### src/design/bus_slave_pkg.sv
package bus_slave_pkg;

	// Bus widths
	localparam int addr_width  = 12;
	localparam int data_width  = 8;
	localparam int burst_width = 13;
	localparam int delay_width = 6;

	// Header length and slow-slave split point
	localparam int header_beats    = 13;
	localparam int split_threshold = 5;

	localparam int mem_depth = 4096;

	// Counter widths
	localparam int hdr_cnt_width = $clog2(header_beats + 1);
	localparam int bit_cnt_width = $clog2(data_width);

	// ==============================
	// Controller states
	// ==============================
	localparam int state_width = 3;

	localparam logic [state_width-1:0] st_idle   = 3'd0;
	localparam logic [state_width-1:0] st_write  = 3'd1;
	localparam logic [state_width-1:0] st_wait   = 3'd2;
	localparam logic [state_width-1:0] st_fetch  = 3'd3;
	localparam logic [state_width-1:0] st_valid  = 3'd4;
	localparam logic [state_width-1:0] st_finish = 3'd5;

endpackage

### src/design/slave_in_port.sv
`timescale 1ns/10ps

module slave_in_port (
	input  logic                                clk,
	input  logic                                reset,
	input  logic                                master_valid,
	input  logic                                slave_ready,
	input  logic                                read_en,
	input  logic                                write_en,
	input  logic                                rx_address,
	input  logic                                rx_data,
	input  logic                                next_word,
	input  logic                                txn_end,
	output logic [bus_slave_pkg::addr_width-1:0] address,
	output logic [bus_slave_pkg::data_width-1:0] wr_data,
	output logic                                wr_strobe,
	output logic                                header_done
);

	import bus_slave_pkg::*;

	logic [hdr_cnt_width-1:0] hdr_cnt;
	logic [bit_cnt_width-1:0] bit_cnt;
	logic                     beat;
	logic                     in_header;
	logic                     data_beat;

	// Accepted inbound beat
	assign beat      = master_valid && slave_ready && (read_en || write_en);
	assign in_header = (hdr_cnt < header_beats);
	assign data_beat = beat && !in_header && write_en;

	assign header_done = beat && (hdr_cnt == header_beats - 1);

	// ==============================
	// Beat counters
	// ==============================
	always_ff @(posedge clk or posedge reset)
	begin
		if (reset)
		begin
			hdr_cnt   <= '0;
			bit_cnt   <= '0;
			wr_strobe <= 1'b0;
		end
		else if (txn_end)
		begin
			hdr_cnt   <= '0;
			bit_cnt   <= '0;
			wr_strobe <= 1'b0;
		end
		else
		begin
			// Strobe lands one cycle after the last bit of a word
			wr_strobe <= data_beat && (bit_cnt == data_width - 1);
			if (beat && in_header)
				hdr_cnt <= hdr_cnt + 1'b1;
			if (data_beat)
				bit_cnt <= bit_cnt + 1'b1;
		end
	end

	// ==============================
	// Word address
	// ==============================
	always_ff @(posedge clk or posedge reset)
	begin
		if (reset)
		begin
			address <= '0;
		end
		else if (beat && (hdr_cnt < addr_width))
		begin
			// LSB first, beat 13 carries no address bit
			address <= {rx_address, address[addr_width-1:1]};
		end
		else if (wr_strobe || next_word)
		begin
			address <= address + 1'b1;
		end
	end

	// Write data shifter
	always_ff @(posedge clk)
	begin
		if (data_beat)
			wr_data <= {rx_data, wr_data[data_width-1:1]};
	end

	// Past the header only write data may come in
	a_data_beat_write: assert property (
		@(posedge clk) disable iff (reset)
		(beat && !in_header) |-> write_en
	) else $error("inbound beat after the header of a read");

endmodule

### config.mk
export PLATFORM = sky130hd
export DESIGN_NAME = slave_in_port
export DESIGN_NICKNAME = d
export VERILOG_FILES = /design/src/design/bus_slave_pkg.sv /design/src/design/slave_in_port.sv
export SDC_FILE = /design/constraint.sdc
export NUM_CORES = 1
export LEC_CHECK = 0
export BUFFER_PORTS_ARGS = -buffer_cell sky130_fd_sc_hd__clkbuf_2
export CORE_MARGIN = 4
export CORE_UTILIZATION = 47
export DETAILED_ROUTE_END_ITERATION = 10
export MAX_ROUTING_LAYER = met4
export PLACE_DENSITY = 0.71
export SLEW_MARGIN = 30
export SYNTH_ARGS = -nofsm -noshare
export SYNTH_HDL_FRONTEND = slang
export SYNTH_SLANG_ARGS = --single-unit
### constraint.sdc
create_clock -name clk -period 1.7 [get_ports clk]
set_clock_uncertainty 0.15 [all_clocks]
set_input_delay 0.085 -clock clk [delete_from_list [all_inputs] [get_ports clk]]
set_output_delay 0.085 -clock clk [all_outputs]
set_load 0.01 [all_outputs]
==> reports/qor.csv <==
metric,value,unit
status,completed,
largest net degree at the start of global routing,25,
actual slew at the worst max-slew pin,0.419,ns
GRT busiest layer,met2,
sw frac,0.338,
met1 usage,0.175,
Die X,61.1,um
Max Root-Sink Buffers,2,
RSZ-0062 raised after global routing,yes,
cell family with the largest share of critical-path delay,simple AND/OR/NAND/NOR gates,
vias in the first global route,1027,
final hold violation count,0,
CTS root buf,clkbuf_4,
Mapped Cells,117,
synthesis-to-layout area growth,28.1,%
GR Util met2,0.267,
Fill cells,231,
buffer and inverter count on the worst path,0,
Clock Latency Late Sink,0.33,ns
Reg power frac,0.457,
Slew HR,0.720,
initial antenna violation count,0,
final wirelength,2610,um
DIE AREA,0.00374,mm2
Critical Path RT,1.81,ns
PortBufs,31,
starting density of the core,0.486,
share of layout cells above drive strength 1,0.311,
clock group share of total power,0.209,
All-Layer GR Usage,0.158,
clock-pin slew on the worst setup and hold paths,0.15,ns
# setup viols final,0,
syn avg cell area,11.3,um2
yosys warns,0,
Pleak,0.773,nW
Ports,32,
Synth Cell Area,0.00133,mm2
Critical Path Fanout Max,5,
Via density,5.36,
H-Tree Depth,1,
CP endpoint kind,flop,
Final nets,180,
post-synthesis sequential area ratio,0.558,
synth unique cells,29,
met3 Usage GRT,0.0252,
Max-cap violations,0,
fin crit share,0.948,
Pre-antenna DRT Iters,4,
total number of vias,1045,
WL/cell,13.4,um
"Remaining Overflow, GRT",0,
Worst path slowest cell,dfrtp_1,
die height,61.1,um
diode count,0,
final design utilization,0.622,
net count after synthesis,132,
Peak VDD IR,1.09,mV
Inserted Clock Buffers,3,
net switching power,0.711,mW
HP Class,in2reg,
dpl hpwl,1970,um
placed cell count,184,
final cell count without fillers,195,
Slew Limit Fails,0,
clock period minus worst slack,1.61,ns
"Cell Chain, Critical Path","and4_4, nand3_4, or3_1, a31oi_1",
Synth Register Bits,28,
P_int,1.39,mW
Fmax achieved,0.621,GHz
max incr delay on CP,0.46,ns
Post-route DRC,0,
DRT iter0 DRCs,56,
core area,0.00273,mm2
Clock Sinks,28,
first-pass GRT wire length,4230,um
CTS tree,built,
CP Data Arrival Time,1.73,ns
PwrDens,1230,mW/mm2
gpl congestion,0.850,
FP Rows,19,
Startpoint Class,flop,
combinational share of power,0.334,
post-route ant nets,0,
critical path type,reg2reg,
## kinds of logic after synthesis
group                      after synthesis  synth area share
adders and majority gates                5            0.0471
muxes                                    4            0.0302
and+or+nand+nor                         39             0.163
xor gates and xnor gates                13            0.0858
AOI/OAI and AO/OA                       21            0.0961
DFF                                     28             0.558
buffers and inverters                    7            0.0198
## timing repair
| item | 4_1_cts | 5_1_grt |
|---|---|---|
| buffers inserted | 0 | 2 |
| endpoints found under the setup margin | 1 | 3 |
| gates resized for setup | 1 | 3 |
| pin swaps | 0 | 2 |
| hold endpoints to repair | 31 | 0 |
| hold buffers | 5 | 0 |
## cells in the mapped netlist
library cell | count | area [um2]
a31oi_1 | 1 | 6.26
xnor2_1 | 3 | 26.3
nor3_1 | 1 | 5.00
o211a_1 | 2 | 20.0
nand3_4 | 1 | 17.5
inv_1 | 4 | 15.0
mux2i_1 | 4 | 40.0
nand2_1 | 5 | 18.8
and3_1 | 1 | 6.26
nor2b_1 | 1 | 6.26
o41ai_1 | 1 | 8.76
or3_1 | 1 | 6.26
nand4_1 | 4 | 25.0
ha_1 | 5 | 62.6
and3b_1 | 1 | 8.76
o21a_1 | 1 | 7.51
nor4b_4 | 1 | 23.8
xor2_1 | 10 | 87.6
edfxtp_1 | 8 | 240
and2_1 | 1 | 6.26
nor2_1 | 19 | 71.3
and4_4 | 1 | 11.3
dfrtp_1 | 20 | 500
nand3_1 | 2 | 10.0
o21ai_0 | 3 | 15.0
a21oi_1 | 11 | 55.1
buf_1 | 1 | 3.75
clkbuf_1 | 2 | 7.51
o211ai_1 | 2 | 15.0
## layer usage
layer,up-vias,part of all wire,routed length (um)
met2,32,0.49,1270
met5,-,0,0
met4,0,0.025,65
met1,503,0.44,1160
met3,7,0.043,113
li1,503,-,-
## worst register-to-register path, cell delays in order (launching register included)
cell	delay, ns
dfrtp_1	0.46
and4_4	0.30
nand3_4	0.09
or3_1	0.36
a31oi_1	0.18
## metrics by stage
| stage | hold WS (ns) | cell area, um2 | setup TNS (ns) | setup WS (ns) | total power, mW |
|---|---|---|---|---|---|
| after global routing | 0.00399 | 1700 | -0.00366 | -0.00366 | 2.26 |
| after floorplan | -0.101 | 1330 | -0.414 | -0.0737 | 1.38 |
| after global placement | -0.0413 | 1570 | 0 | 0.147 | 1.62 |
| after detailed placement | -0.0380 | 1570 | 0 | 0.0755 | 1.66 |
| final | 0.0184 | 1700 | 0 | 0.0884 | 2.10 |
| after CTS | 0.00411 | 1690 | 0 | 0.0108 | 2.11 |
## state kept, by name, summed over array words and instances, names as in the netlist
register,flops
bit_cnt,3
address,12
wr_data,8
hdr_cnt,4
wr_strobe,1
## placed cells by master (no fill, tap or decap), types with 4 or more instances in the layout
cell / instances
dfrtp_1: 20
a21oi_1: 11
xor2_1: 10
buf_4: 10
nand2_1: 5
dlygate4sd3_1: 5
ha_1: 4
edfxtp_1: 8
nand4_1: 4
mux2i_1: 4
nor2_1: 19
clkbuf_2: 30
## power by group through the flow
stage	registers, mW	clock network [mW]	logic, mW
3_5_place_dp	0.975	0	0.688
6_report	0.960	0.438	0.701
3_3_place_gp	0.965	0	0.653
2_1_floorplan	1.03	0	0.341
5_1_grt	0.987	0.478	0.793
4_1_cts	0.961	0.447	0.702
## worst paths after layout
check,startpoint,to,slack [ns],cells after the start
worst max-delay path,address[4],address[11],0.09,4
worst min-delay path,master_valid,hdr_cnt[3],0.02,3
worst max register to register,address[4],address[11],0.09,4
worst min register to register,wr_data[7],wr_data[6],0.33,0
max in group asynchronous,reset,hdr_cnt[1],1.06,4
min in group asynchronous,reset,address[1],0.14,4
## final cells by class
type / count / area [um2] / area share
multi-input cells: 82 / 573 / 0.337
flip-flops and latches: 28 / 741 / 0.436
repair buffers: 46 / 280 / 0.165
clock inverters: 1 / 30.0 / 0.0177
well taps: 31 / 38.8 / 0.0228
clock buffers: 3 / 22.5 / 0.0132
inverters: 4 / 15.0 / 0.00883
No activity file was read; power rests on OpenSTA's default activity.
