==> config.mk <==
export PLATFORM = sky130hd
export DESIGN_NAME = slave_port
export DESIGN_NICKNAME = d
export VERILOG_FILES = /design/src/design/bus_slave_pkg.sv /design/src/design/slave_port.sv
export SDC_FILE = /design/constraint.sdc
export NUM_CORES = 1
export LEC_CHECK = 0
export BUFFER_PORTS_ARGS = -buffer_cell sky130_fd_sc_hd__clkbuf_2
export CAP_MARGIN = 20
export CORE_MARGIN = 4
export CORE_UTILIZATION = 35
export CTS_CLUSTER_DIAMETER = 50
export DETAILED_ROUTE_END_ITERATION = 16
export SKIP_CTS_REPAIR_TIMING = 1
export SYNTH_ARGS = -nofsm -noshare
export SYNTH_HDL_FRONTEND = slang
export SYNTH_SLANG_ARGS = --single-unit
export TNS_END_PERCENT = 100
==> constraint.sdc <==
create_clock -name clk -period 1.8 [get_ports clk]
set_clock_uncertainty 0.2 [all_clocks]
set_input_delay 0 -clock clk [delete_from_list [all_inputs] [get_ports clk]]
set_output_delay 0 -clock clk [all_outputs]
set_load 0.02 [all_outputs]
==> src/design/bus_slave_pkg.sv <==
package bus_slave_pkg;

	// Bus widths
	localparam int addr_width  = 12;
	localparam int data_width  = 8;
	localparam int burst_width = 13;
	localparam int delay_width = 6;

	// Header length and slow-slave split point
	localparam int header_beats    = 13;
	localparam int split_threshold = 5;

	localparam int mem_depth = 4096;

	// Counter widths
	localparam int hdr_cnt_width = $clog2(header_beats + 1);
	localparam int bit_cnt_width = $clog2(data_width);

	// ==============================
	// Controller states
	// ==============================
	localparam int state_width = 3;

	localparam logic [state_width-1:0] st_idle   = 3'd0;
	localparam logic [state_width-1:0] st_write  = 3'd1;
	localparam logic [state_width-1:0] st_wait   = 3'd2;
	localparam logic [state_width-1:0] st_fetch  = 3'd3;
	localparam logic [state_width-1:0] st_valid  = 3'd4;
	localparam logic [state_width-1:0] st_finish = 3'd5;

endpackage

==> src/design/slave_port.sv <==
`timescale 1ns/10ps

module slave_port (
	input  logic                                 clk,
	input  logic                                 reset,
	input  logic [bus_slave_pkg::delay_width-1:0] slave_delay,
	input  logic                                 read_en,
	input  logic                                 write_en,
	input  logic                                 rx_burst,
	input  logic                                 master_valid,
	input  logic                                 header_done,
	input  logic                                 wr_strobe,
	input  logic                                 tx_done,
	input  logic                                 slave_ready_in,
	output logic                                 slave_valid,
	output logic                                 split_en,
	output logic                                 rd_en,
	output logic                                 load,
	output logic                                 next_word,
	output logic                                 txn_end,
	output logic                                 slave_ready
);

	import bus_slave_pkg::*;

	logic [state_width-1:0] state;
	logic [burst_width-1:0] burst;
	logic [burst_width-2:0] word_cnt;
	logic [delay_width-1:0] delay_q;
	logic [delay_width-1:0] wait_cnt;
	logic                   fetch_load;
	logic                   hdr_beat;
	logic                   last_word;

	assign hdr_beat = (state == st_idle) && master_valid && slave_ready_in &&
		(read_en || write_en);

	// Single transfers stop after one word
	assign last_word = !burst[0] || (word_cnt == burst[burst_width-1:1]);

	// ==============================
	// Outputs decoded from state
	// ==============================
	assign slave_ready = (state == st_idle) || (state == st_write);
	assign slave_valid = (state == st_valid);
	assign split_en    = (state == st_wait) && (delay_q >= split_threshold);
	assign rd_en       = (state == st_fetch) && !fetch_load;
	assign load        = (state == st_fetch) && fetch_load;
	assign next_word   = (state == st_valid) && tx_done && !last_word;
	assign txn_end     = (state == st_finish);

	always_ff @(posedge clk or posedge reset)
	begin
		if (reset)
		begin
			state      <= st_idle;
			burst      <= '0;
			word_cnt   <= '0;
			delay_q    <= '0;
			wait_cnt   <= '0;
			fetch_load <= 1'b0;
		end
		else
		begin
			// Burst field rides on the header beats, LSB first
			if (hdr_beat)
				burst <= {rx_burst, burst[burst_width-1:1]};

			case (state)
				st_idle:
				begin
					if (header_done)
					begin
						word_cnt   <= '0;
						wait_cnt   <= '0;
						delay_q    <= slave_delay;
						fetch_load <= 1'b0;
						if (write_en)
							state <= st_write;
						else if (slave_delay == '0)
							state <= st_fetch;
						else
							state <= st_wait;
					end
				end
				st_write:
				begin
					if (wr_strobe)
					begin
						if (last_word)
							state <= st_finish;
						else
							word_cnt <= word_cnt + 1'b1;
					end
				end
				st_wait:
				begin
					if (wait_cnt == delay_q - 1'b1)
						state <= st_fetch;
					else
						wait_cnt <= wait_cnt + 1'b1;
				end
				st_fetch:
				begin
					// rd_en cycle, then load once rd_data is out
					if (fetch_load)
					begin
						fetch_load <= 1'b0;
						state      <= st_valid;
					end
					else
					begin
						fetch_load <= 1'b1;
					end
				end
				st_valid:
				begin
					if (tx_done)
					begin
						if (last_word)
						begin
							state <= st_finish;
						end
						else
						begin
							word_cnt <= word_cnt + 1'b1;
							state    <= st_fetch;
						end
					end
				end
				st_finish:
				begin
					state <= st_idle;
				end
				default:
				begin
					state <= st_idle;
				end
			endcase
		end
	end

	// Write words only complete inside the write phase
	a_strobe_in_write: assert property (
		@(posedge clk) disable iff (reset)
		wr_strobe |-> (state == st_write)
	) else $error("write strobe outside the write phase");

endmodule

==> flow_metrics.py <==
metrics = {
    "global_route": {
        "grt_pass1_vias": 2040,
        "antenna_found_initial": 0,
        "overflow": 0,
        "grt_pass1_wl_mm": 9.69,
        "gr-usage-all-layers_pct": 14.2,
        "grt_max_degree": 42,
    },
    "cells_and_area": {
        "final_cell_mix": "buf_4 (58), dfrtp_1 (39), nand2_1 (29), clkbuf_2 (20), xnor2_1 (15)",
        "n_antenna_cell": 0,
        "fillers": 571,
        "area_growth_pct": 45.9,
        "nets": 362,
        "layout-drive-gt1-share_pct": 42.9,
        "layout_commonest_cell": "buf_4",
        "fin_util_pct": 53.7,
    },
    "logic_synthesis": {
        "synth.distinct_cells": 45,
        "synth_nets": 267,
        "ys_seq_area_share_pct": 42.9,
        "synth_seq_cells": 41,
        "synth_area_um2": 2390,
        "synth.avg_cell_area_um2": 9.68,
        "synthCells": 247,
        "synth_warnings": 0,
    },
    "detailed_routing": {
        "num_vias": 2173,
        "dr.pass1.iters": 4,
        "drt_iter0_drc": 94,
        "ant_nets": 0,
        "routed_via_density": 5.17,
        "drt_wl_total_mm": 6.11,
        "drc": 0,
        "wire_per_inst_um": 14.6,
    },
    "critical_path": {
        "crit_path_end_kind": "flop",
        "cp_max_fo": 4,
        "crit_path_start_kind": "flop",
        "cp_slowest_cell": "dfrtp_1",
        "critical_path.cell_chain": "inv_2 > ha_4 > and3b_1 > a211oi_2 > o31a_1 > o311a_1 > a31o_2",
        "cpPeakStageDelay_ps": 400,
        "reg2regPathDepth": 7,
        "critPathArrivalTime_ps": 1940,
        "critical_path_class": "reg2reg",
        "critPathRequiredTime_ps": 1780,
    },
    "floorplan": {
        "rows": 29,
        "ios": 23,
        "die_w_um": 90.6,
        "fp.coreArea_um2": 6490,
        "die_area_um2": 8210,
        "fp.dieH_um": 90.6,
        "start_util_pct": 36.8,
    },
    "sta": {
        "post-route-min-period_ps": 1960,
        "tns_ps": -2390,
        "fmax_mhz": 511,
        "hold_viol": 2,
        "hold_ws_ps": -38.9,
        "setup_viol": 22,
        "drv_slew": 0,
        "tightest_slew_ps": 533,
        "fin_crit_sh_pct": 109,
        "rsz0062_at_grt": "true",
        "maxSlewHeadroom_pct": 64.4,
        "fin_ws_ps": -156,
    },
    "clock_network": {
        "htree_levels": 2,
        "clkSinkCount": 41,
        "clock-root-buffer": "clkbuf_8",
        "cts_buffers": 5,
        "clk_latency_ps": 290,
        "clk_pin_slew_ps": 80,
        "cts_buffer_depth": 2,
        "tritoncts": "yes",
    },
    "outcome": {
        "status": "finished, violations left",
        "violations": "hold timing, setup timing",
    },
    "place": {
        "post-dp-hpwl_mm": 4.11,
        "place_ws_ps": -189,
        "port_buffers": 22,
        "gp_congestion": 0.774,
    },
    "pwr": {
        "vdd_drop_max_uv": 516,
        "power.density_nw_per_um2": 1230,
        "power.leakage_nw": 1.61,
        "p_total_w": 0.00429,
    },
    "run": {
        "drv_cap": 0,
    },
    "min_path": {
        "worstHoldPathCells": 4,
        "hold_path.class": "in2reg",
    },
}
[cells in the mapped netlist]
master | number | share of area [%]
dfrtp_1 | 41 | 43
nand2_1 | 29 | 4.6
xnor2_1 | 18 | 6.6
nor2_1 | 17 | 2.7
mux2_2 | 13 | 6.1
o21ai_0 | 12 | 2.5
a21oi_1 | 11 | 2.3
or4_1 | 9 | 2.8
inv_1 | 8 | 1.3
o31ai_1 | 8 | 2.5
clkbuf_1 | 7 | 1.1
mux2i_1 | 7 | 2.9
nand3_1 | 7 | 1.5
nand4_1 | 5 | 1.3
and3_1 | 4 | 1.0
ha_1 | 4 | 2.1
o211ai_1 | 4 | 1.3
a31o_2 | 3 | 1.1
and4_1 | 3 | 1.1
buf_2 | 3 | 0.63
nor3_2 | 3 | 1.3
a211oi_1 | 2 | 0.63
a22o_1 | 2 | 0.73
and2_1 | 2 | 0.52
nand2b_1 | 2 | 0.52
nor3_1 | 2 | 0.42
nor4_1 | 2 | 0.52
xor2_1 | 2 | 0.73
a21boi_0 | 1 | 0.31
and3b_1 | 1 | 0.37
buf_6 | 1 | 0.47
nand3b_1 | 1 | 0.31
nand4_2 | 1 | 0.52
nand4b_1 | 1 | 0.37
nor2b_1 | 1 | 0.26
nor4b_1 | 1 | 0.37
o21ai_1 | 1 | 0.21
o22ai_1 | 1 | 0.26
o311a_1 | 1 | 0.42
o311ai_0 | 1 | 0.37
o31a_1 | 1 | 0.37
o31ai_2 | 1 | 0.52
o41ai_2 | 1 | 0.68
or2_2 | 1 | 0.26
or3_1 | 1 | 0.26
[flip-flops by register name, summed over array words and instances, names as in the netlist]
register	count
state	3
word_cnt	12
wait_cnt	6
delay_q	6
burst	13
fetch_load	1
[area by class of cell]
class	instances	area, um2	share of cell area, %
Sequential cell	41	1030	29.5
Tap cell	77	96.3	2.76
Inverter	8	30.0	0.861
Multi-Input combinational cell	187	1460	42.0
Clock buffer	5	68.8	1.97
Clock inverter	3	17.5	0.502
Timing Repair Buffer	99	782	22.4
[routing by layer]
metal / up-vias / global-route usage [%] / share of wire [%]
li1: 1092 / - / -
met1: 1060 / 19.2 / 46
met2: 17 / 23.4 / 52
met3: 4 / 2.67 / 1.8
met4: 0 / 3.32 / 0.77
met5: - / 0 / 0
[path summary, 6_finish.rpt]
| check | start | end | slack [ps] |
|---|---|---|---|
| min | write_en | state[1] | -40 |
| max in group asynchronous | reset | word_cnt[3] | 830 |
| min in group asynchronous | reset | wait_cnt[2] | 170 |
| max | delay_q[1] | wait_cnt[1] | -160 |
| min reg2reg | wait_cnt[5] | wait_cnt[5] | 330 |
| max reg2reg | delay_q[1] | wait_cnt[1] | -160 |
[critical path, delay by kind of cell (launching register included)]
kind | cells | cell delay (ps)
flip-flops | 1 | 400
adder cells (fa/ha/maj) | 1 | 160
AO/OA/AOI/OAI | 4 | 830
buffers and inverters | 1 | 90
AND/OR/NAND/NOR | 1 | 180
[metrics by stage]
step	area (um2)	cells
floorplan	2410	247
detailed placement	3010	393
global placement	3010	393
finish	3490	420
global route	3490	420
CTS	3090	401
[power by group]
part / switching, W / internal (W)
combinational: 0.00115 / 0.00120
sequential: 0.000219 / 0.00112
clock: 0.000330 / 0.000268
[kinds of logic (layout without fill, tap and decap cells)]
logic type / after synthesis / count (layout) / synth area share (%)
compound gates: 50 / 50 / 14.2
xor+xnor: 20 / 20 / 7.33
fa+ha+maj: 4 / 4 / 2.09
buf+inv: 19 / 115 / 3.46
flops: 41 / 41 / 42.9
mux: 20 / 20 / 9.06
simple gates: 93 / 93 / 20.9
(Power assumes the default switching activity.)
