`src/design/bus_slave_pkg.sv`:
```
package bus_slave_pkg;

	// Bus widths
	localparam int addr_width  = 12;
	localparam int data_width  = 8;
	localparam int burst_width = 13;
	localparam int delay_width = 6;

	// Header length and slow-slave split point
	localparam int header_beats    = 13;
	localparam int split_threshold = 5;

	localparam int mem_depth = 4096;

	// Counter widths
	localparam int hdr_cnt_width = $clog2(header_beats + 1);
	localparam int bit_cnt_width = $clog2(data_width);

	// ==============================
	// Controller states
	// ==============================
	localparam int state_width = 3;

	localparam logic [state_width-1:0] st_idle   = 3'd0;
	localparam logic [state_width-1:0] st_write  = 3'd1;
	localparam logic [state_width-1:0] st_wait   = 3'd2;
	localparam logic [state_width-1:0] st_fetch  = 3'd3;
	localparam logic [state_width-1:0] st_valid  = 3'd4;
	localparam logic [state_width-1:0] st_finish = 3'd5;

endpackage

```
`src/design/slave_out_port.sv`:
```
`timescale 1ns/10ps

module slave_out_port (
	input  logic                                clk,
	input  logic                                reset,
	input  logic                                load,
	input  logic [bus_slave_pkg::data_width-1:0] rd_data,
	input  logic                                slave_valid,
	input  logic                                master_ready,
	output logic                                tx_data,
	output logic                                tx_done
);

	import bus_slave_pkg::*;

	logic [data_width-1:0]    shift_reg;
	logic [bit_cnt_width-1:0] beat_cnt;
	logic                     beat;

	assign beat    = slave_valid && master_ready;
	assign tx_data = shift_reg[0];

	// Last bit of the word goes out this cycle
	assign tx_done = beat && (beat_cnt == data_width - 1);

	always_ff @(posedge clk or posedge reset)
	begin
		if (reset)
			beat_cnt <= '0;
		else if (load)
			beat_cnt <= '0;
		else if (beat)
			beat_cnt <= beat_cnt + 1'b1;
	end

	// ==============================
	// Output shifter, LSB first
	// ==============================
	always_ff @(posedge clk)
	begin
		if (load)
			shift_reg <= rd_data;
		else if (beat)
			shift_reg <= {1'b0, shift_reg[data_width-1:1]};
	end

	// Stall must hold the bit on the wire
	a_tx_stable: assert property (
		@(posedge clk) disable iff (reset)
		(slave_valid && !master_ready) |=> $stable(tx_data)
	) else $error("tx_data moved while master_ready was low");

endmodule

```
`config.mk`:
```
export PLATFORM = sky130hd
export DESIGN_NAME = slave_out_port
export DESIGN_NICKNAME = d
export VERILOG_FILES = /design/src/design/bus_slave_pkg.sv /design/src/design/slave_out_port.sv
export SDC_FILE = /design/constraint.sdc
export NUM_CORES = 1
export LEC_CHECK = 0
export BUFFER_PORTS_ARGS = -buffer_cell sky130_fd_sc_hd__buf_2
export CAP_MARGIN = 30
export CORE_AREA = 2 2 39 41
export CTS_CLUSTER_DIAMETER = 200
export CTS_CLUSTER_SIZE = 24
export DETAILED_ROUTE_END_ITERATION = 8
export DIE_AREA = 0 0 41 43
export GPL_TIMING_DRIVEN = 0
export PLACE_DENSITY_LB_ADDON = 0.1
export SLEW_MARGIN = 15
export SYNTH_ARGS = -nofsm -noshare
export SYNTH_HDL_FRONTEND = slang
export SYNTH_SLANG_ARGS = --single-unit
```
`constraint.sdc`:
```
create_clock -name clk -period 3.6 [get_ports clk]
set_clock_uncertainty 0.2 [all_clocks]
set_input_delay 0.9 -clock clk [delete_from_list [all_inputs] [get_ports clk]]
set_output_delay 0.9 -clock clk [all_outputs]
set_load 0.005 [all_outputs]
```
==> out/results.ini, run 1 <==
[run_status]
status = finished, final reports clean

[clock_network]
cts_setup_buffers = 0
cts_tree = built
clk_pin_slew_ns = 0.07
hold_buffers = 0
cts-root-buf = clkbuf_4
clk_latency_ns = 0.26
cts_max_path_buffers = 2
cts.repair.resized = 0
clkSinkCount = 11
cts_buffers = 3
h-tree-depth = 1

[yosys]
synth-adder-area-share = 0.0451
synthCells = 36
synth.area.mux_share = 0.176
syn_nets = 51
synth-xor-area-share = 0
synth_top_family_by_area = multiplexers
ys_ff_latch = 11
yosysSeqAreaShare = 0.569
synth_cell_types = 15
yosys_warnings = 0
synth_compound_area_frac = 0.0971
postSynthAreaPerCell_um2 = 15.4
synth-simple-area-share = 0.0564
synth.cell_area_um2 = 554

[pwr]
power.leakage_nw = 0.310
peakVddDrop_v = 0.000206
p_total_uw = 268
power.density_nw_per_um2 = 405

[global_routing]
grtUsageTotal = 0.140
grt_first_pass_wirelength_mm = 1.55
antenna_found_initial = 0
first_global_vias = 385
grt_overflow = 0
grt_max_degree = 11

[placed_design]
dp_cells = 64
io_buffers = 12
hpwl_um = 655
place.gp.congestion = 0.588

[setup_path]
cp.buffers_inverters = 2
required_ns = 2.50
reg2reg_depth = 4
endpoint = tx_done
worstPathArrival_ns = 1.34
critPathLaunchType = input pin
r2r_slack_ns = 2.25
crit_start = master_ready
slowest_stage = and3_1
critPathTopFamily = buffers and inverters
r2r_end = beat_cnt[2]
path_cells = clkbuf_2 > and3_1 > buf_2
cp-end-kind = output port
timing.rr.start = beat_cnt[0]
worstSetupPathType = input pin to output port
slowest_delay_ns = 0.18
crit_fanout = 8
cp.depth = 3

[timing]
fin_crit_sh = 0.677
fmax_mhz = 410
fin_crit_ns = 2.44
hold_viol = 0
drv_slew = 0
max-slew-margin-rel = 0.878
worstMarginPinSlew_ns = 0.183
setup_viol = 0
setup_tns_ns = 0
rsz0062_at_grt = no

[worst_hold_path]
hp-class = input pin to async pin

[drt]
highest_layer = met3
wl_met3_um = 36
met1_length_um = 375
dr.first_iter.drc_count = 2
viasPerCell = 4.99
via_count = 339
wirelength_um = 890
wire_per_inst_um = 13.1
ant_nets = 0
dr.pass1.iters = 3
post-route-drc-count = 0
met2_length_um = 477

[final_layout]
antenna_cells = 0
stdcell_count = 68
final_nets = 68
area_growth_pct = 19.2
largest_reg_flops = 8
drive_above_1_share = 0.519
fillCellCount = 125
final_util = 0.477

[die]
ios = 15
rows = 14
dieWidth_um = 41
core_um2 = 1380
start_util = 0.401
die_y_um = 43
die_area_um2 = 1760

[flow_run]
max_cap_violations = 0

[cells by family (layout without fill, tap and decap cells)]
| logic type | after synthesis | count (layout) |
|---|---|---|
| adder cells (fa/ha/maj) | 2 | 2 |
| buffers and inverters | 4 | 20 |
| multiplexers | 7 | 7 |
| flip-flops | 11 | 11 |
| AND/OR/NAND/NOR | 5 | 5 |
| AO/OA/AOI/OAI | 7 | 7 |
[cell usage in the layout, fill, tap and decap left out, types with 2 or more instances in the layout]
cell type  synthesis  final
buf_2              0     12
dfrtp_1            3      3
clkbuf_4           0      3
edfxtp_1           8      8
a21bo_1            3      3
mux2_4             5      5
buf_6              2      2
mux2_2             2      2
a21oi_1            3      3
nand3_1            2      2
ha_1               2      2
[power by group]
part           leakage, nW  internal [mW]  switching (mW)
registers            0.121          0.149         0.00304
logic                0.173         0.0203          0.0134
clock network       0.0150         0.0428          0.0394
total                0.310          0.212          0.0559
[metrics by stage]
| stage | area, um2 | setup slack (ns) | hold WS [ns] |
|---|---|---|---|
| 6_report | 661 | 1.16 | 0.287 |
| 5_1_grt | 661 | 1.14 | 0.279 |
| 4_1_cts | 661 | 1.16 | 0.273 |
| 3_5_place_dp | 634 | 1.16 | 0.339 |
| 3_3_place_gp | 634 | 1.18 | 0.330 |
| 2_1_floorplan | 554 | 1.29 | 0.325 |
[per-layer routing]
metal | track usage | vias up
li1 | - | 164
met1 | 0.149 | 166
met2 | 0.206 | 9
met3 | 0.0785 | 0
met4 | 0.0800 | 0
met5 | 0 | -
[cells in the mapped netlist]
master | instances | area [um2]
and2_2 | 1 | 7.51
ha_1 | 2 | 25.0
dfrtp_1 | 3 | 75.1
a21bo_1 | 3 | 30.0
mux2_2 | 2 | 22.5
mux2_4 | 5 | 75.1
and3_1 | 1 | 6.26
nand3_1 | 2 | 10.0
inv_1 | 1 | 3.75
a21o_2 | 1 | 8.76
clkbuf_2 | 1 | 5.00
a21oi_1 | 3 | 15.0
nand3b_1 | 1 | 7.51
edfxtp_1 | 8 | 240
buf_6 | 2 | 22.5
[layout make-up]
class / instances / area, um2 / share of cell area
Buffer: 3 / 27.5 / 0.0417
Clock buffer: 4 / 26.3 / 0.0398
Inverter: 1 / 3.75 / 0.00568
Multi-Input combinational cell: 21 / 208 / 0.314
Sequential cell: 11 / 315 / 0.477
Tap cell: 16 / 20.0 / 0.0303
Timing Repair Buffer: 12 / 60.1 / 0.0909
[worst min-delay path by stage]
stage | slack, ns | depth (start not counted) | end
floorplan | 0.32 | 1 | shift_reg[0]
global placement | 0.33 | 1 | shift_reg[2]
detailed placement | 0.34 | 1 | shift_reg[6]
CTS | 0.27 | 2 | beat_cnt[1]
global route | 0.28 | 2 | beat_cnt[0]
finish | 0.29 | 2 | beat_cnt[1]
Power figures use the tool's default switching activity.
==> run 2: changes to the inputs <==
==> constraint.sdc (replaced) <==
create_clock -name clk -period 2.3 [get_ports clk]
set_clock_uncertainty 0.2 [all_clocks]
set_input_delay 0.575 -clock clk [delete_from_list [all_inputs] [get_ports clk]]
set_output_delay 0.575 -clock clk [all_outputs]
set_load 0.005 [all_outputs]
==> out/results.ini, run 2 (synthesis gave the netlist of run 1 again) <==
[run_status]
status = finished, final reports clean

[timing]
max-slew-margin-rel = 0.878
hold_viol = 0
setup_tns_ns = 0
setup_viol = 0
fin_crit_ns = 2.05
worstMarginPinSlew_ns = 0.183
fin_crit_sh = 0.892
drv_slew = 0
holdWs_ns = 0.360
rsz0062_at_grt = no
fmax_mhz = 487

[pwr]
p_comb_frac = 0.129
power.density_nw_per_um2 = 626
power.share.clock = 0.306
switchingPower_uw = 87.6
peakVddDrop_v = 0.000323
p_int_uw = 332
p_seq_frac = 0.565
power.leakage_nw = 0.314
swShare = 0.209

[drt]
viasPerCell = 4.97
wirelength_um = 890
via_count = 343
dr.pass1.iters = 3
post-route-drc-count = 0
wire_per_inst_um = 12.9
ant_nets = 0
dr.first_iter.drc_count = 2

[die]
die_y_um = 43
dieWidth_um = 41
rows = 14
start_util = 0.401
core_um2 = 1380
die_area_um2 = 1760
ios = 15

[final_layout]
drive_above_1_share = 0.509
fillCellCount = 125
seq_area_um2 = 315
area_growth_pct = 21.0
layout_commonest_cell = buf_2
final_util = 0.485
final_area_um2 = 671
antenna_cells = 0
multi_input_area_um2 = 208
final_nets = 69
largest_reg_flops = 8
layout_common_cells = 12 x buf_2, 8 x edfxtp_1, 5 x mux2_4

[setup_path]
worst_path_most_repeated_cell = ha_1
slowest_stage = dfrtp_1
required_ns = 1.52
timing.rr.start = beat_cnt[0]
cp-end-kind = output port
worstSetupPathType = flip-flop to output port
crit_fanout = 3
reg2reg_depth = 4
r2r_slack_ns = 0.95
slowest_delay_ns = 0.39
critPathLaunchType = flip-flop
r2r_end = beat_cnt[2]
worstPathArrival_ns = 1.28
path_cells = ha_1 > ha_1 > and3_1 > buf_2

[global_routing]
grtUsageTotal = 0.141
first_global_vias = 387
busiest_layer = met2
grt_max_degree = 11
use_met1 = 0.153
grt.met2_usage = 0.206
antenna_found_initial = 0
grt_overflow = 0
grtUsageMet3 = 0.0785
grt_first_pass_wirelength_mm = 1.56

[flow_run]
max_cap_violations = 0

[clock_network]
clkSinkCount = 11
cts_tree = built
clk_latency_ns = 0.26
clk_pin_slew_ns = 0.07
cts.repair.resized = 0
cts-root-buf = clkbuf_4
hold_buffers = 1
h-tree-depth = 1
cts_max_path_buffers = 2
cts_buffers = 3
cts_setup_buffers = 0

[worst_hold_path]
whs_endpoint = shift_reg[0]
hold_start = shift_reg[1]
hold-path-cell-count = 1
hp-class = flip-flop to flip-flop

[placed_design]
io_buffers = 12
hpwl_um = 655
placedInstanceArea_um2 = 634
place.gp.congestion = 0.588

-- run 2: changes by cell type in the layout (fill, tap and decap cells not counted) --
cell,before,now
dlygate4sd3_1,0,1
-- run 2: power by group through the flow --
stage	combinational [mW]	sequential (mW)	clock (mW)
2_1_floorplan	0.0363	0.240	0
4_1_cts	0.0548	0.238	0.137
5_1_grt	0.0586	0.239	0.151
3_5_place_dp	0.0529	0.241	0
6_report	0.0540	0.237	0.129
3_3_place_gp	0.0499	0.241	0
-- run 2: how the worst max path moves through the flow --
stage	startpoint	slack (ns)	to
CTS	beat_cnt[0]	0.22	tx_done
global route	beat_cnt[0]	0.19	tx_done
global placement	master_ready	0.53	tx_done
finish	beat_cnt[0]	0.25	tx_done
detailed placement	master_ready	0.51	tx_done
floorplan	master_ready	0.64	tx_done
-- run 2: metal layers --
metal  up-vias  wire, um  share of wire
li1        166         -              -
met1       168       377           0.42
met2         9       476           0.53
met3         0        36          0.040
met4         0         0              0
met5         -         0              0
-- run 2: stage by stage --
step	power, mW	cells	worst slack, ns
floorplan	0.277	36	0.639
global placement	0.291	64	0.533
detailed placement	0.294	64	0.512
CTS	0.429	69	0.224
global route	0.448	69	0.186
finish	0.420	69	0.248
-- run 2: area by class of cell --
class,instances,share of cell area
repair buffers,13,0.104
plain buffers,3,0.0410
inverters,1,0.00560
well taps,16,0.0299
multi-input cells,21,0.310
flip-flops and latches,11,0.470
clock buffers,4,0.0392
-- run 2: critical path, delay by kind of cell, from the launching register on --
family	cells	cell delay [ns]
flops	1	0.39
fa+ha+maj	2	0.37
simple gates	1	0.13
buf+inv	1	0.12
==> run 3: changes to the inputs <==
--- a/config.mk
+++ b/config.mk
@@ -5,9 +5,11 @@
 export SDC_FILE = /design/constraint.sdc
 export NUM_CORES = 1
 export LEC_CHECK = 0
+export ABC_AREA = 1
 export BUFFER_PORTS_ARGS = -buffer_cell sky130_fd_sc_hd__buf_2
 export CAP_MARGIN = 30
 export CORE_AREA = 2 2 39 41
+export CTS_BUF_LIST = sky130_fd_sc_hd__clkbuf_8
 export CTS_CLUSTER_DIAMETER = 200
 export CTS_CLUSTER_SIZE = 24
 export DETAILED_ROUTE_END_ITERATION = 8
==> out/results.ini, run 3 <==
[run_status]
status = finished, final reports clean

[final_layout]
seq_area_um2 = 315
area_growth_pct = 27.5
antenna_cells = 0
stdcell_count = 93
multi_input_area_um2 = 168
largest_reg_flops = 8
layout_common_cells = 30 x nand2_1, 14 x buf_2, 8 x edfxtp_1, 6 x inv_1, 4 x nor2_1
final_nets = 93
fillCellCount = 152
drive_above_1_share = 0.260
layout_commonest_cell = nand2_1

[timing]
worstMarginPinSlew_ns = 0.414
fmax_mhz = 500
fin_crit_sh = 0.870
holdWs_ns = 0.315
setup_viol = 0
hold_viol = 0
max-slew-margin-rel = 0.724
rsz0062_at_grt = no
fin_crit_ns = 2.00
drv_slew = 0
fin_ws_ns = 0.298
setup_tns_ns = 0

[placed_design]
dp_cells = 88
place.gp.congestion = 0.671
pre_cts_ws_ns = 0.542
io_buffers = 14
hpwl_um = 722

[clock_network]
cts-root-buf = clkbuf_8
cts_setup_buffers = 0
clk_latency_ns = 0.24
clk_pin_slew_ns = 0.05
hold_buffers = 1
cts.repair.resized = 0
cts_max_path_buffers = 2
h-tree-depth = 1
cts_tree = built
clkSinkCount = 11
cts_buffers = 3

[yosys]
synth-simple-area-share = 0.270
synth_compound_area_frac = 0
synth_top_area_frac = 0.455
synth_edf_count = 8
synth.cell_area_um2 = 528
synth-xor-area-share = 0
synthCells = 58
ys.flop_type = edfxtp_1
synth.area.mux_share = 0
yosys_warnings = 0
yosys-top-cells-count = 30 x nand2_1, 8 x edfxtp_1, 5 x inv_1, 4 x nor2_1
ys_ff_latch = 11
synth_area_leaders = edfxtp_1 45%, nand2_1 21%, dfrtp_1 14%
async_reset_ff_frac = 0.273
syn_nets = 73
postSynthAreaPerCell_um2 = 9.10
synth_top_family_by_area = simple AND/OR/NAND/NOR gates
yosysTopAreaCell = edfxtp_1
yosysMostFrequentCell = nand2_1
synth-adder-area-share = 0.0474
synth_cell_types = 9
yosysSeqAreaShare = 0.597

[setup_path]
cp-end-kind = output port
reg2reg_depth = 6
critPathLaunchType = flip-flop
worst_path_most_repeated_cell = ha_1
crit_start = beat_cnt[0]
crit_fanout = 3
worstSetupPathType = flip-flop to output port
required_ns = 1.52
timing.rr.start = beat_cnt[0]
path_cells = ha_1 > ha_1 > inv_1 > nor2_1 > buf_2
worstPathArrival_ns = 1.23
slowest_delay_ns = 0.39
slowest_stage = dfrtp_1

[pwr]
power.leakage_nw = 0.366
peakVddDrop_v = 0.000341
power.density_nw_per_um2 = 741

[flow_run]
max_cap_violations = 0

[worst_hold_path]
hp-class = flip-flop to flip-flop
hold_start = shift_reg[7]
hold-path-cell-count = 2

[die]
dieWidth_um = 41
start_util = 0.382
ios = 15
rows = 14
die_area_um2 = 1760
die_y_um = 43
core_um2 = 1380

[global_routing]
grt_max_degree = 12
first_global_vias = 405
grtUsageTotal = 0.140
grt_first_pass_wirelength_mm = 1.55
antenna_found_initial = 0
grt_overflow = 0

[drt]
post-route-drc-count = 0
wirelength_um = 983
viasPerCell = 4.49
wire_per_inst_um = 10.6
via_count = 418
dr.first_iter.drc_count = 4
dr.pass1.iters = 4
ant_nets = 0

-- run 3: changes by cell type after synthesis, sizes merged, moves of 3 or more --
| cell | previous run | this run |
|---|---|---|
| mux2 | 7 | 0 |
| a21oi | 3 | 0 |
| inv | 1 | 6 |
| nor2 | 0 | 4 |
| nand2 | 0 | 30 |
| a21bo | 3 | 0 |
-- run 3: final cells by class --
cell class	count	share of cell area
clock buffer	3	0.0613
sequential	11	0.468
multi-input combinational	39	0.249
buffer	2	0.0335
timing repair buffer	15	0.119
clock inverter	1	0.00558
inverter	6	0.0335
tap	16	0.0297
-- run 3: final timing paths --
check | endpoint | slack (ns)
max | tx_done | 0.30
min | shift_reg[6] | 0.32
max reg2reg | beat_cnt[2] | 0.90
min reg2reg | shift_reg[6] | 0.32
max in group asynchronous | beat_cnt[2] | 1.24
min in group asynchronous | beat_cnt[0] | 0.54
-- run 3: logic make-up (layout without fill, tap and decap cells) --
| logic type | after synthesis | count (layout) |
|---|---|---|
| fa+ha+maj | 2 | 2 |
| simple gates | 37 | 37 |
| flops | 11 | 11 |
| buf+inv | 8 | 27 |
-- run 3: through the flow --
step	power [mW]	area, um2	utilization
detailed placement	0.311	618	0.447
CTS	0.501	673	0.486
finish	0.499	673	0.486
global placement	0.307	618	0.447
global route	0.523	673	0.486
floorplan	0.287	528	-
-- run 3: power by group --
part | switching [mW] | internal [mW] | leakage [nW] | total, mW
Sequential | 0.00830 | 0.238 | 0.121 | 0.247
Clock | 0.0742 | 0.117 | 0.0269 | 0.191
Combinational | 0.0333 | 0.0275 | 0.218 | 0.0608
Total | 0.116 | 0.383 | 0.366 | 0.499
-- run 3: routing by layer --
layer	share of wire	routed length, um	global-route usage
met1	0.45	440	0.149
met3	0.059	58	0.0628
met2	0.48	467	0.216
met4	0.015	15	0.0800
met5	0	0	0
-- run 3: worst max-delay path, delay by kind of cell (launching register included) --
family | cells | cell delay [ns]
flip-flops | 1 | 0.39
adder cells (fa/ha/maj) | 2 | 0.40
buffers and inverters | 2 | 0.17
AND/OR/NAND/NOR | 1 | 0.03
